`config.mk`:
```
export PLATFORM = sky130hd
export DESIGN_NAME = pio_top
export DESIGN_NICKNAME = d
export VERILOG_FILES = /design/src/hdl/tlp_pkg.sv /design/src/hdl/pio_pkg.sv /design/src/hdl/sync_fifo.sv /design/src/hdl/rx_decoder.sv /design/src/hdl/bar_regfile.sv /design/src/hdl/cpl_builder.sv /design/src/hdl/tx_port.sv /design/src/hdl/pio_top.sv
export SDC_FILE = /design/constraint.sdc
export NUM_CORES = 2
export LEC_CHECK = 0
export BUFFER_PORTS_ARGS = -buffer_cell sky130_fd_sc_hd__buf_2
export CORE_AREA = 2 2 462 510
export CTS_CLUSTER_SIZE = 14
export DETAILED_ROUTE_END_ITERATION = 10
export DIE_AREA = 0 0 464 512
export GPL_TIMING_DRIVEN = 1
export SYNTH_ARGS = -nofsm -noshare
export SYNTH_HDL_FRONTEND = slang
export SYNTH_HIERARCHICAL = 1
export SYNTH_SLANG_ARGS = --single-unit
```
`constraint.sdc`:
```
create_clock -name clk -period 14 [get_ports clk]
set_clock_uncertainty 0.1 [all_clocks]
set_input_delay 2.8 -clock clk [delete_from_list [all_inputs] [get_ports clk]]
set_output_delay 2.8 -clock clk [all_outputs]
set_load 0.05 [all_outputs]
```
`src/hdl/tlp_pkg.sv`:
```
package tlp_pkg;

  // --------------------
  // header layout, 3DW request in bits 127:32
  localparam int HDR_W = 128;

  localparam int FMT_TYPE_MSB = 127;
  localparam int FMT_TYPE_LSB = 120;
  localparam int LEN_MSB      = 105;
  localparam int LEN_LSB      = 96;

  localparam int REQ_ID_LSB   = 80;  // 16 bits
  localparam int TAG_LSB      = 72;  // 8 bits
  localparam int LAST_BE_LSB  = 68;  // 4 bits
  localparam int FIRST_BE_LSB = 64;  // 4 bits
  localparam int ADDR_LSB     = 32;  // 32-bit address word, bits 1:0 reserved

  // completion DW1/DW2 fields
  localparam int CPL_BCNT_LSB   = 64;  // 12-bit byte count
  localparam int CPL_REQ_ID_LSB = 48;
  localparam int CPL_TAG_LSB    = 40;
  localparam int CPL_LADDR_LSB  = 32;  // 7-bit lower address

  // --------------------
  // format/type codes
  localparam logic [7:0] FT_MWR32 = 8'h40;
  localparam logic [7:0] FT_MRD32 = 8'h00;
  localparam logic [7:0] FT_CPLD  = 8'h4A;

  // credit class reported with each TX TLP
  typedef enum logic [1:0] {
    CDT_POSTED    = 2'b00,
    CDT_NONPOSTED = 2'b01,
    CDT_CPL       = 2'b11
  } cdt_class_e;

endpackage

```
`src/hdl/pio_pkg.sv`:
```
package pio_pkg;

  // data part of a TX beat, same as the default stream width
  localparam int TX_DATA_W = 256;

  // one queued memory read
  typedef struct packed {
    logic [15:0] req_id;
    logic [7:0]  tag;
    logic [7:0]  reg_idx;
    logic [6:0]  lower_addr;
  } rd_req_t;

  // one TX beat as held in the output queue
  typedef struct packed {
    logic [tlp_pkg::HDR_W-1:0] hdr;
    logic [TX_DATA_W-1:0]      data;
  } tx_beat_t;

endpackage

```
`src/hdl/sync_fifo.sv`:
```
`timescale 1ns/1ps

module sync_fifo #(
  parameter type T     = logic [7:0],
  parameter int  DEPTH = 4
) (
  input  logic clk,
  input  logic srstn,
  input  logic push_i,
  input  T     data_i,
  output logic full_o,
  input  logic pop_i,
  output T     data_o,
  output logic empty_o
);

  localparam int AW = (DEPTH > 1) ? $clog2(DEPTH) : 1;
  localparam logic [AW:0]   CNT_FULL = (AW+1)'(DEPTH);
  localparam logic [AW-1:0] PTR_LAST = AW'(DEPTH - 1);

  T mem [DEPTH];

  logic [AW-1:0] wr_ptr;
  logic [AW-1:0] rd_ptr;
  logic [AW:0]   count;
  logic          do_push;
  logic          do_pop;

  assign full_o  = (count == CNT_FULL);
  assign empty_o = (count == '0);
  assign do_push = push_i & ~full_o;  // push into a full queue is ignored
  assign do_pop  = pop_i & ~empty_o;
  assign data_o  = mem[rd_ptr];       // first word falls through

  always_ff @(posedge clk) begin
    if (do_push) begin
      mem[wr_ptr] <= data_i;
    end
  end

  always_ff @(posedge clk) begin
    if (!srstn) begin
      wr_ptr <= '0;
      rd_ptr <= '0;
      count  <= '0;
    end else begin
      if (do_push) begin
        wr_ptr <= (wr_ptr == PTR_LAST) ? '0 : wr_ptr + 1'b1;
      end
      if (do_pop) begin
        rd_ptr <= (rd_ptr == PTR_LAST) ? '0 : rd_ptr + 1'b1;
      end
      case ({do_push, do_pop})
        2'b10:   count <= count + 1'b1;
        2'b01:   count <= count - 1'b1;
        default: count <= count;
      endcase
    end
  end

endmodule

```
`src/hdl/rx_decoder.sv`:
```
`timescale 1ns/1ps

module rx_decoder #(
  parameter int DATA_W = 256
) (
  input  logic                      clk,
  input  logic                      srstn,
  input  logic                      rx_st_valid_i,
  input  logic                      rx_st_sop_i,
  input  logic                      rx_st_eop_i,
  input  logic [tlp_pkg::HDR_W-1:0] rx_st_header_i,
  input  logic [DATA_W-1:0]         rx_st_data_i,
  input  logic [2:0]                rx_st_bar_i,
  output logic                      rx_st_ready_o,
  input  logic                      req_full_i,
  output logic                      req_push_o,
  output pio_pkg::rd_req_t          req_data_o,
  output logic                      wr_en_o,
  output logic [7:0]                wr_idx_o,
  output logic [63:0]               wr_data_o,
  output logic [7:0]                wr_be_o,
  output logic [15:0]               rx_drop_cnt_o
);

  logic        accept;
  logic        single;
  logic        bar0;
  logic [7:0]  fmt_type;
  logic [9:0]  len;
  logic [31:0] addr;
  logic [3:0]  first_be;
  logic [3:0]  last_be;
  logic        is_mwr;
  logic        is_mrd;
  logic        stg_rd;  // read waiting in the stage for a FIFO slot

  // --------------------
  // decode of the incoming beat
  assign fmt_type = rx_st_header_i[tlp_pkg::FMT_TYPE_MSB:tlp_pkg::FMT_TYPE_LSB];
  assign len      = rx_st_header_i[tlp_pkg::LEN_MSB:tlp_pkg::LEN_LSB];
  assign addr     = rx_st_header_i[tlp_pkg::ADDR_LSB +: 32];
  assign first_be = rx_st_header_i[tlp_pkg::FIRST_BE_LSB +: 4];
  assign last_be  = rx_st_header_i[tlp_pkg::LAST_BE_LSB +: 4];
  assign single   = rx_st_sop_i & rx_st_eop_i;
  assign bar0     = (rx_st_bar_i == 3'd0);
  assign is_mwr   = single & bar0 & (fmt_type == tlp_pkg::FT_MWR32);
  assign is_mrd   = single & bar0 & (fmt_type == tlp_pkg::FT_MRD32);

  // the stage itself is the reserved slot: a staged read holds while the FIFO is full
  assign rx_st_ready_o = ~req_full_i;
  assign accept        = rx_st_valid_i & rx_st_ready_o;
  assign req_push_o    = stg_rd & ~req_full_i;

  // --------------------
  // register stage
  always_ff @(posedge clk) begin
    if (!srstn) begin
      wr_en_o       <= 1'b0;
      stg_rd        <= 1'b0;
      rx_drop_cnt_o <= '0;
    end else begin
      wr_en_o <= accept & is_mwr;
      stg_rd  <= accept ? is_mrd : (stg_rd & req_full_i);
      if (accept && !is_mwr && !is_mrd) begin
        rx_drop_cnt_o <= rx_drop_cnt_o + 1'b1;
      end
    end
  end

  always_ff @(posedge clk) begin
    if (accept) begin
      wr_idx_o              <= addr[10:3];  // one register per 8 bytes
      wr_data_o             <= rx_st_data_i[63:0];
      wr_be_o[3:0]          <= first_be;
      wr_be_o[7:4]          <= (len == 10'd2) ? last_be : 4'h0;
      req_data_o.req_id     <= rx_st_header_i[tlp_pkg::REQ_ID_LSB +: 16];
      req_data_o.tag        <= rx_st_header_i[tlp_pkg::TAG_LSB +: 8];
      req_data_o.reg_idx    <= addr[10:3];
      req_data_o.lower_addr <= addr[6:0];
    end
  end

endmodule

```
`src/hdl/bar_regfile.sv`:
```
`timescale 1ns/1ps

module bar_regfile #(
  parameter int REG_NUM = 16
) (
  input  logic        clk,
  input  logic        srstn,
  input  logic        wr_en_i,
  input  logic [7:0]  wr_idx_i,
  input  logic [63:0] wr_data_i,
  input  logic [7:0]  wr_be_i,
  input  logic [7:0]  rd_idx_i,
  output logic [63:0] rd_data_o
);

  localparam int IDX_W = (REG_NUM > 1) ? $clog2(REG_NUM) : 1;
  localparam logic [8:0] IDX_END = 9'(REG_NUM);

  logic [63:0] regs [REG_NUM];
  logic        wr_hit;
  logic        rd_hit;

  // indices past the bank write nothing and read zero
  assign wr_hit = wr_en_i & ({1'b0, wr_idx_i} < IDX_END);
  assign rd_hit = ({1'b0, rd_idx_i} < IDX_END);

  assign rd_data_o = rd_hit ? regs[rd_idx_i[IDX_W-1:0]] : 64'h0;

  always_ff @(posedge clk) begin
    if (!srstn) begin
      for (int i = 0; i < REG_NUM; i++) begin
        regs[i] <= '0;
      end
    end else if (wr_hit) begin
      for (int b = 0; b < 8; b++) begin
        if (wr_be_i[b]) begin  // byte lane b
          regs[wr_idx_i[IDX_W-1:0]][8*b +: 8] <= wr_data_i[8*b +: 8];
        end
      end
    end
  end

endmodule

```
`src/hdl/cpl_builder.sv`:
```
`timescale 1ns/1ps

module cpl_builder (
  input  logic                          clk,
  input  logic                          srstn,
  input  logic                          req_empty_i,
  input  pio_pkg::rd_req_t              req_data_i,
  output logic                          req_pop_o,
  output logic [7:0]                    rd_idx_o,
  input  logic [63:0]                   rd_data_i,
  output logic                          cpl_valid_o,
  output logic [tlp_pkg::HDR_W-1:0]     cpl_header_o,
  output logic [pio_pkg::TX_DATA_W-1:0] cpl_data_o,
  input  logic                          cpl_ready_i
);

  logic [tlp_pkg::HDR_W-1:0] hdr_d;

  // take the next request once the held beat is gone or leaving
  assign req_pop_o = ~req_empty_i & (~cpl_valid_o | cpl_ready_i);
  assign rd_idx_o  = req_data_i.reg_idx;

  // --------------------
  // CplD header, completer ID 0 and status successful
  always_comb begin
    hdr_d = '0;
    hdr_d[tlp_pkg::FMT_TYPE_MSB:tlp_pkg::FMT_TYPE_LSB] = tlp_pkg::FT_CPLD;
    hdr_d[tlp_pkg::LEN_MSB:tlp_pkg::LEN_LSB]           = 10'd2;  // two dwords
    hdr_d[tlp_pkg::CPL_BCNT_LSB +: 12]                 = 12'd8;
    hdr_d[tlp_pkg::CPL_REQ_ID_LSB +: 16]               = req_data_i.req_id;
    hdr_d[tlp_pkg::CPL_TAG_LSB +: 8]                   = req_data_i.tag;
    hdr_d[tlp_pkg::CPL_LADDR_LSB +: 7]                 = req_data_i.lower_addr;
  end

  always_ff @(posedge clk) begin
    if (!srstn) begin
      cpl_valid_o <= 1'b0;
    end else if (req_pop_o) begin
      cpl_valid_o <= 1'b1;
    end else if (cpl_ready_i) begin
      cpl_valid_o <= 1'b0;
    end
  end

  always_ff @(posedge clk) begin
    if (req_pop_o) begin
      cpl_header_o <= hdr_d;
      cpl_data_o   <= {{(pio_pkg::TX_DATA_W-64){1'b0}}, rd_data_i};  // register in the low qword
    end
  end

endmodule

```
`src/hdl/tx_port.sv`:
```
`timescale 1ns/1ps

module tx_port #(
  parameter int TIMEOUT_CYCLES = 512
) (
  input  logic                          clk,
  input  logic                          srstn,
  input  logic                          cpl_valid_i,
  input  logic [tlp_pkg::HDR_W-1:0]     cpl_header_i,
  input  logic [pio_pkg::TX_DATA_W-1:0] cpl_data_i,
  output logic                          cpl_ready_o,
  output logic                          tx_st_valid_o,
  output logic                          tx_st_sop_o,
  output logic                          tx_st_eop_o,
  output logic [tlp_pkg::HDR_W-1:0]     tx_st_header_o,
  output logic [pio_pkg::TX_DATA_W-1:0] tx_st_data_o,
  input  logic                          tx_st_ready_i,
  output logic                          tx_cdt_valid_o,
  output logic [9:0]                    tx_cdt_len_o,
  output tlp_pkg::cdt_class_e           tx_cdt_type_o,
  output logic                          tx_rdy_timeout_o
);

  localparam int CNT_W = $clog2(TIMEOUT_CYCLES + 1);
  localparam logic [CNT_W-1:0] LIMIT = CNT_W'(TIMEOUT_CYCLES);

  pio_pkg::tx_beat_t   beat_in;
  pio_pkg::tx_beat_t   beat_out;
  logic                q_full;
  logic                q_empty;
  logic                xfer;
  logic [7:0]          out_ft;
  tlp_pkg::cdt_class_e cdt_class;
  logic [CNT_W-1:0]    rdy_timer;

  assign beat_in.hdr  = cpl_header_i;
  assign beat_in.data = cpl_data_i;
  assign cpl_ready_o  = ~q_full;

  // two-beat output queue, head drives the link
  sync_fifo #(
    .T     (pio_pkg::tx_beat_t),
    .DEPTH (2)
  ) tx_q_i (
    .clk     (clk),
    .srstn   (srstn),
    .push_i  (cpl_valid_i),
    .data_i  (beat_in),
    .full_o  (q_full),
    .pop_i   (xfer),
    .data_o  (beat_out),
    .empty_o (q_empty)
  );

  assign tx_st_valid_o  = ~q_empty;
  assign tx_st_sop_o    = ~q_empty;  // single-beat TLPs
  assign tx_st_eop_o    = ~q_empty;
  assign tx_st_header_o = beat_out.hdr;
  assign tx_st_data_o   = beat_out.data;
  assign xfer           = tx_st_valid_o & tx_st_ready_i;
  assign out_ft         = beat_out.hdr[tlp_pkg::FMT_TYPE_MSB:tlp_pkg::FMT_TYPE_LSB];

  always_comb begin
    case (out_ft)
      tlp_pkg::FT_CPLD:  cdt_class = tlp_pkg::CDT_CPL;
      tlp_pkg::FT_MRD32: cdt_class = tlp_pkg::CDT_NONPOSTED;
      default:           cdt_class = tlp_pkg::CDT_POSTED;
    endcase
  end

  // --------------------
  // credit report and ready watchdog
  always_ff @(posedge clk) begin
    if (!srstn) begin
      tx_cdt_valid_o   <= 1'b0;
      rdy_timer        <= '0;
      tx_rdy_timeout_o <= 1'b0;
    end else begin
      tx_cdt_valid_o <= xfer;
      if (tx_st_ready_i) begin
        rdy_timer <= '0;
      end else if (rdy_timer != LIMIT) begin
        rdy_timer <= rdy_timer + 1'b1;  // saturates at the limit
      end
      if (rdy_timer == LIMIT) begin
        tx_rdy_timeout_o <= 1'b1;  // sticky
      end
    end
  end

  always_ff @(posedge clk) begin
    if (xfer) begin
      tx_cdt_len_o  <= beat_out.hdr[tlp_pkg::LEN_MSB:tlp_pkg::LEN_LSB];
      tx_cdt_type_o <= cdt_class;
    end
  end

endmodule

```
`src/hdl/pio_top.sv`:
```
`timescale 1ns/1ps

module pio_top #(
  parameter int DATA_W         = 256,
  parameter int REG_NUM        = 16,
  parameter int REQ_DEPTH      = 4,
  parameter int TIMEOUT_CYCLES = 512
) (
  input  logic                      clk,
  input  logic                      srstn,
  input  logic                      rx_st_valid_i,
  input  logic                      rx_st_sop_i,
  input  logic                      rx_st_eop_i,
  input  logic [tlp_pkg::HDR_W-1:0] rx_st_header_i,
  input  logic [DATA_W-1:0]         rx_st_data_i,
  input  logic [2:0]                rx_st_bar_i,
  output logic                      rx_st_ready_o,
  output logic                      tx_st_valid_o,
  output logic                      tx_st_sop_o,
  output logic                      tx_st_eop_o,
  output logic [tlp_pkg::HDR_W-1:0] tx_st_header_o,
  output logic [DATA_W-1:0]         tx_st_data_o,
  input  logic                      tx_st_ready_i,
  output logic                      tx_cdt_valid_o,
  output logic [9:0]                tx_cdt_len_o,
  output tlp_pkg::cdt_class_e       tx_cdt_type_o,
  output logic                      tx_rdy_timeout_o,
  output logic [15:0]               rx_drop_cnt_o
);

  logic                          req_push;
  logic                          req_full;
  logic                          req_pop;
  logic                          req_empty;
  pio_pkg::rd_req_t              req_wdata;
  pio_pkg::rd_req_t              req_rdata;
  logic                          wr_en;
  logic [7:0]                    wr_idx;
  logic [63:0]                   wr_data;
  logic [7:0]                    wr_be;
  logic [7:0]                    rd_idx;
  logic [63:0]                   rd_data;
  logic                          cpl_valid;
  logic [tlp_pkg::HDR_W-1:0]     cpl_header;
  logic [pio_pkg::TX_DATA_W-1:0] cpl_data;
  logic                          cpl_ready;

  rx_decoder #(.DATA_W(DATA_W)) rx_dec_i (
    .clk, .srstn,
    .rx_st_valid_i, .rx_st_sop_i, .rx_st_eop_i, .rx_st_header_i,
    .rx_st_data_i, .rx_st_bar_i, .rx_st_ready_o,
    .req_full_i (req_full), .req_push_o (req_push), .req_data_o (req_wdata),
    .wr_en_o (wr_en), .wr_idx_o (wr_idx), .wr_data_o (wr_data), .wr_be_o (wr_be),
    .rx_drop_cnt_o
  );

  bar_regfile #(.REG_NUM(REG_NUM)) bar0_i (
    .clk, .srstn,
    .wr_en_i (wr_en), .wr_idx_i (wr_idx), .wr_data_i (wr_data), .wr_be_i (wr_be),
    .rd_idx_i (rd_idx), .rd_data_o (rd_data)
  );

  // read request queue
  sync_fifo #(.T(pio_pkg::rd_req_t), .DEPTH(REQ_DEPTH)) req_q_i (
    .clk, .srstn,
    .push_i (req_push), .data_i (req_wdata), .full_o (req_full),
    .pop_i (req_pop), .data_o (req_rdata), .empty_o (req_empty)
  );

  cpl_builder cpl_i (
    .clk, .srstn,
    .req_empty_i (req_empty), .req_data_i (req_rdata), .req_pop_o (req_pop),
    .rd_idx_o (rd_idx), .rd_data_i (rd_data),
    .cpl_valid_o (cpl_valid), .cpl_header_o (cpl_header), .cpl_data_o (cpl_data),
    .cpl_ready_i (cpl_ready)
  );

  tx_port #(.TIMEOUT_CYCLES(TIMEOUT_CYCLES)) tx_i (
    .clk, .srstn,
    .cpl_valid_i (cpl_valid), .cpl_header_i (cpl_header), .cpl_data_i (cpl_data),
    .cpl_ready_o (cpl_ready),
    .tx_st_valid_o, .tx_st_sop_o, .tx_st_eop_o, .tx_st_header_o, .tx_st_data_o,
    .tx_st_ready_i, .tx_cdt_valid_o, .tx_cdt_len_o, .tx_cdt_type_o, .tx_rdy_timeout_o
  );

endmodule

```
## After elaboration in Yosys (flattened, before gate mapping)

Memory sizes are Yosys's and may differ from the RTL's. A register that Yosys moved wholly into a read port is not among the register bits.
Index checks and enable logic that the tools add are counted.

- Flip-flop bits (word level): 196
- Memory bits (writable): 1370
- Memories: 3

- Add/sub/neg operators: 10
- Magnitude comparators: 2
- Equality and inequality tests: 14
- Muxes and demuxes: 54
- Bitwise operators: 22
- Reductions and logical operators: 14

Memories:

| memory | words | width | read ports | clocked after Yosys merged registers in | wr ports | RTL line | source |
|---|---|---|---|---|---|---|---|
| bar0_i.regs | 16 | 64 | 1 | 1 | 16 | bar_regfile.sv:19 | `logic [63:0] regs [REG_NUM];` |
| tx_i.tx_q_i.mem | 2 | 95 | 1 | 1 | 1 | sync_fifo.sv:21 | `T mem [DEPTH];` |
| req_q_i.mem | 4 | 39 | 1 | 1 | 1 | sync_fifo.sv:21 |  |

Operators with widths:

| operator | count |
|---|---|
| 64-bit two-way mux | 1 |
| 64-bit OR reduction | 1 |
| 1-bit two-way mux | 44 |
| 16-bit by 1-bit adder with 16-bit output (second input constant) | 1 |
| 8-bit by 5-bit < comparator with 1-bit output (second input constant) | 2 |
| 1-bit bitwise AND | 15 |
| 10-bit by 1-bit adder with 10-bit output (second input constant) | 1 |
| 10-bit equality test (second input constant) | 1 |
| 10-bit by 2-bit equality test with 1-bit output (second input constant) | 1 |
| 2-bit equality test (second input constant) | 5 |
| 10-bit != test (second input constant) | 1 |
| 8-bit by 7-bit equality test with 1-bit output (both inputs constant) | 1 |
| 8-bit by 7-bit equality test with 1-bit output (second input constant) | 1 |
| 8-bit logical NOT | 1 |
| 8-bit logical NOT (first input constant) | 1 |
| 2-bit two-way mux | 4 |
| 8-bit two-way mux | 1 |
| 2-bit case mux with 2 select lines | 2 |
| 2-bit by 1-bit adder with 2-bit output (second input constant) | 3 |
| 3-bit logical NOT | 2 |
| 1-bit NOT | 6 |
| 3-bit case mux with 2 select lines | 1 |
| 2-bit by 1-bit equality test with 1-bit output (second input constant) | 2 |
| 4-bit two-way mux | 1 |
| 12 further kinds | 17 |

## Logic depth before layout (Yosys ltp)

- Word-level depth: 7
- Gate-level depth with buffers: 13
- Depth with buffers taken out: 13

## By module

Netlist, hierarchy kept.

Modules (own cells, without submodules):

| module | times used | cells each | area an instance (µm²) |
|---|---|---|---|
| bar_regfile | 1 | 3407 | 48122.4 |
| sync_fifo (tx_i.tx_q_i) | 1 | 1221 | 27971.8 |
| sync_fifo (req_q_i) | 1 | 259 | 6105.9 |
| cpl_builder | 1 | 398 | 5133.7 |
| rx_decoder | 1 | 231 | 4300.4 |
| tx_port | 1 | 85 | 975.9 |

## Worst setup path after synthesis

OpenSTA, ideal clock, no wires.

- Kind: register to register
- Start point: reg tx_i.tx_q_i.count[0]
- End point: mem tx_i/tx_q_i/mem[1][0] in the netlist's numbering, enable pin
- Library setup time: 798 ps
- Data arrival time: 9289 ps
- Data required time: 13102 ps
- Path slack: 3813 ps
- Cell stages (with the launch flop): 3
- Buffers on the path: 0
- Period minus slack after synthesis: 10187 ps
- Path through: dfxtp_1 -> nand2b_2 -> and3_1

- Cells in the longest elaborated chain, start to end: 5

Ends and longest elaborated chain:

| item | RTL line | source |
|---|---|---|
| from (decl) | sync_fifo.sv:25 | `logic [AW:0] count;` |
| from (signal assigned) | sync_fifo.sv:54 | `2'b10: count <= count + 1'b1;` |
| from (signal assigned) | sync_fifo.sv:55 | `2'b01: count <= count - 1'b1;` |
| from (signal assigned) | sync_fifo.sv:56 | `default: count <= count;` |
| 2-bit equality test | sync_fifo.sv:29 | `assign full_o = (count == CNT_FULL);` |
| 1-bit NOT | sync_fifo.sv:31 | `assign do_push = push_i & ~full_o;` |
| 1-bit bitwise AND | sync_fifo.sv:31 |  |
| 1-bit two-way mux | sync_fifo.sv:36 | `if (do_push) begin` |
| 1-bit two-way mux (not written as such) | sync_fifo.sv:37 | `mem[wr_ptr] <= data_i;` |
| to (decl) | sync_fifo.sv:21 |  |

Every way passes these cells.

==> reports/summary.json <==
{
  "grt_first_pass_wirelength_um": 312000,
  "max_clock_freq_ghz": 0.146,
  "floorplan.die.width_um": 464,
  "ctsHoldBuffers": 0,
  "die-area_um2": 238000,
  "drcViolationCount": 0,
  "hold_viol": 0,
  "crit_family": "buffers and inverters",
  "synth_edf_count": 2162,
  "crit_required_ps": 11100,
  "ir_drop_mv": 0.133,
  "syn_to_final_growth_pct": 11.9,
  "antenna_left": 0,
  "post_route_cells_drive_above_1_share": 0.264,
  "design.portCount": 811,
  "synth_cell_type_count": 63,
  "rsz0062_at_grt": "no",
  "port-buffer-count": 551,
  "fp.dieH_um": 512,
  "clkLatencyLatePin_ps": 900,
  "synth-seq-cells": 2207,
  "timing.critical_path.from_type": "flip-flop",
  "setup_buffers_after_cts": 0,
  "min_from": "cpl_i/cpl_header_o[33]",
  "tns_ps": 0,
  "clock_tree.buffer_depth": 3,
  "dr_total_vias": 48000,
  "dr_wl_met2_um": 102000,
  "max_cap_violations": 0,
  "avgSynthCellArea_um2": 16.5,
  "number_of_global_route_vias_before_repair": 48800,
  "worstPathArrival_ps": 3960,
  "crit_path_end_kind": "primary output",
  "synth.yosys.warnings": 6,
  "grt_max_degree": 163,
  "ys_async_sr_fraction": 0,
  "finalCriticalPeriod_ps": 6860,
  "hpwl_detailed_um": 128000,
  "cts_root_buf": "sky130_fd_sc_hd__clkbuf_16",
  "postLayoutSetupSlackWorst_ps": 7140,
  "run_status": "completed",
  "tritoncts_num_sinks": 2207,
  "tritoncts": "done",
  "layout.area.seq_um2": 65800,
  "critical_path.cell_chain": "buf_12, buf_4, mux2_2, buf_2",
  "finalSetupViolations": 0,
  "detailedRoute.firstPassIterationCount": 7,
  "synthesis.instances": 5601,
  "r2r_setup_slack_ps": 8780,
  "cpMaxStageDelayCell": "sky130_fd_sc_hd__buf_4",
  "place_congestion": 0.755,
  "start_util": 0.398,
  "critPathBufInv": 3,
  "vias_per_cell": 5.19,
  "worst-setup-path-type": "flip-flop to primary output",
  "hold_ws_ps": 285,
  "report.final.slew_viol_count": 0,
  "max_slew.worst_pin.slew_ps": 1150,
  "drt_initial_violations": 4345,
  "cp_peak_stage_delay_ps": 860,
  "grt_antenna_before_repair": 24,
  "clkSlewWorstSetupHoldPaths_ps": 60,
  "syn-cell-area_um2": 92600,
  "global_route.usage.total": 0.174,
  "cts-buffers-inserted": 221,
  "layout.nets": 6366,
  "synth-main-ff-cell": "sky130_fd_sc_hd__edfxtp_1",
  "final.fill_count": 20200,
  "grt-ovfl-total": 0,
  "dr.max_layer_used": "met5",
  "hold_path.class": "flip-flop to flip-flop",
  "wl_met3_um": 13400,
  "multi_input_comb_area_um2": 23100,
  "slew_headroom": 0.235,
  "h-tree-depth": 4,
  "timing.final.crit_share": 0.490,
  "detail_route.wirelength_um": 211000,
  "num_rows": 186,
  "avgRoutedWirePerCell_um": 22.8,
  "detailedPlace.worstSlack_ps": 7980,
  "static-leakage-power_nw": 39.6,
  "power_density_nw_per_um2": 131,
  "cts_resized": 0,
  "cp_max_fo": 135,
  "met1Wirelength_um": 89200,
  "core_area_um2": 232000,
  "seq_area_frac_synth": 0.711
}
[synthesized netlist by cell type, drive strengths merged (3+ instances only)]
master | number | share of area
nand2b | 12 | 0.00084
and2 | 14 | 0.00096
nand2 | 345 | 0.014
mux4 | 232 | 0.056
xnor2 | 8 | 0.00076
nand4b | 3 | 0.00028
ha | 10 | 0.0014
buf | 468 | 0.039
or4 | 6 | 0.00053
dfxtp | 45 | 0.0097
nor3 | 18 | 0.0019
nor2 | 23 | 0.00093
o31ai | 5 | 0.00041
mux2 | 387 | 0.047
mux2i | 133 | 0.014
nor4 | 6 | 0.00073
a22oi | 126 | 0.010
nand3b | 4 | 0.00032
a21boi | 4 | 0.00036
edfxtp | 2162 | 0.70
clkbuf | 320 | 0.013
a21oi | 13 | 0.00070
a31oi | 3 | 0.00020
and3 | 1028 | 0.069
nand4 | 3 | 0.00027
o211ai | 63 | 0.0051
or3 | 10 | 0.00070
inv | 26 | 0.0011
nand3 | 76 | 0.0042
o21ai | 14 | 0.00076
nor2b | 9 | 0.00061
xor2 | 3 | 0.00028
[layout by cell type, fill, tap and decap left out, drive strengths merged, types with 23 or more instances in the layout]
master	count
and3	1028
nand2	345
mux2i	133
edfxtp	2162
o211ai	63
clkinv	107
clkbuf	270
inv	32
nand3	76
dfxtp	45
mux2	387
nor2	23
conb	289
mux4	232
a22oi	126
buf	639
[logic make-up after synthesis]
kind of cell               Yosys count  synth area share
DFF                               2207             0.711
xor gates and xnor gates            11           0.00104
and+or+nand+nor                   1565            0.0966
AOI/OAI and AO/OA                  239            0.0187
buffers and inverters              814            0.0534
other                                2         0.0000811
adders and majority gates           11           0.00157
muxes                              752             0.118
[through the flow]
stage          total power [mW]  utilization  area (µm²)  cells
2_1_floorplan              7.73            -       93700   5888
3_3_place_gp               7.79        0.415       96400   8841
3_5_place_dp               7.80        0.415       96400   8841
4_1_cts                    13.7        0.446      104000   9251
5_1_grt                    14.0        0.446      104000   9257
6_report                   13.5        0.446      104000   9258
[worst register-to-register path: stages, from the launching register on]
cell and delay, ps:
sky130_fd_sc_hd__dfxtp_2 330, sky130_fd_sc_hd__buf_4 510, sky130_fd_sc_hd__mux4_4 890, sky130_fd_sc_hd__buf_4 550, sky130_fd_sc_hd__nor2b_4 720, sky130_fd_sc_hd__buf_4 710
sky130_fd_sc_hd__a22oi_1 350, sky130_fd_sc_hd__a22oi_1 430, sky130_fd_sc_hd__o211ai_1 250
[cell type report]
class / count / area share
Sequential cell: 2207 / 0.635
Multi-Input combinational cell: 2867 / 0.223
Clock buffer: 270 / 0.0551
Tap cell: 3102 / 0.0375
Timing Repair Buffer: 639 / 0.0335
Clock inverter: 140 / 0.0148
Inverter: 26 / 0.00106
Antenna cell: 7 / 0.000169
[worst paths after layout]
kind | depth (start not counted) | end
worst max-delay path | 4 | tx_st_header_o[9]
worst min-delay path | 0 | tx_i/tx_q_i/mem[1][289]
worst max register to register | 8 | cpl_i/cpl_data_o[40]
worst min register to register | 0 | tx_i/tx_q_i/mem[1][289]
[per-layer routing]
| layer | vias to the layer above | GRT usage |
|---|---|---|
| met5 | - | 0 |
| met4 | 2 | 0.0587 |
| met3 | 340 | 0.0328 |
| met2 | 1529 | 0.285 |
| met1 | 24300 | 0.232 |
| li1 | 21800 | - |
[power breakdown]
| part | internal (mW) | switching, mW |
|---|---|---|
| Sequential | 7.35 | 0.0782 |
| Clock | 3.31 | 2.56 |
| Combinational | 0.0601 | 0.177 |
| Total | 10.7 | 2.82 |
[sequential cells by signal, indices dropped and copies added, names as in the netlist, 3 cells and up, named ones only]
signal	flops
bar0_i/regs	1024
tx_i/tx_q_i/mem	768
req_q_i/mem	156
cpl_i/cpl_data_o	64
rx_dec_i/wr_data_o	64
rx_dec_i/req_data_o	35
cpl_i/cpl_header_o	31
rx_dec_i/rx_drop_cnt_o	16
tx_i/rdy_timer	10
tx_i/tx_cdt_len_o	10
rx_dec_i/wr_be_o	8
req_q_i/count	3
(Power assumes the default switching activity.)
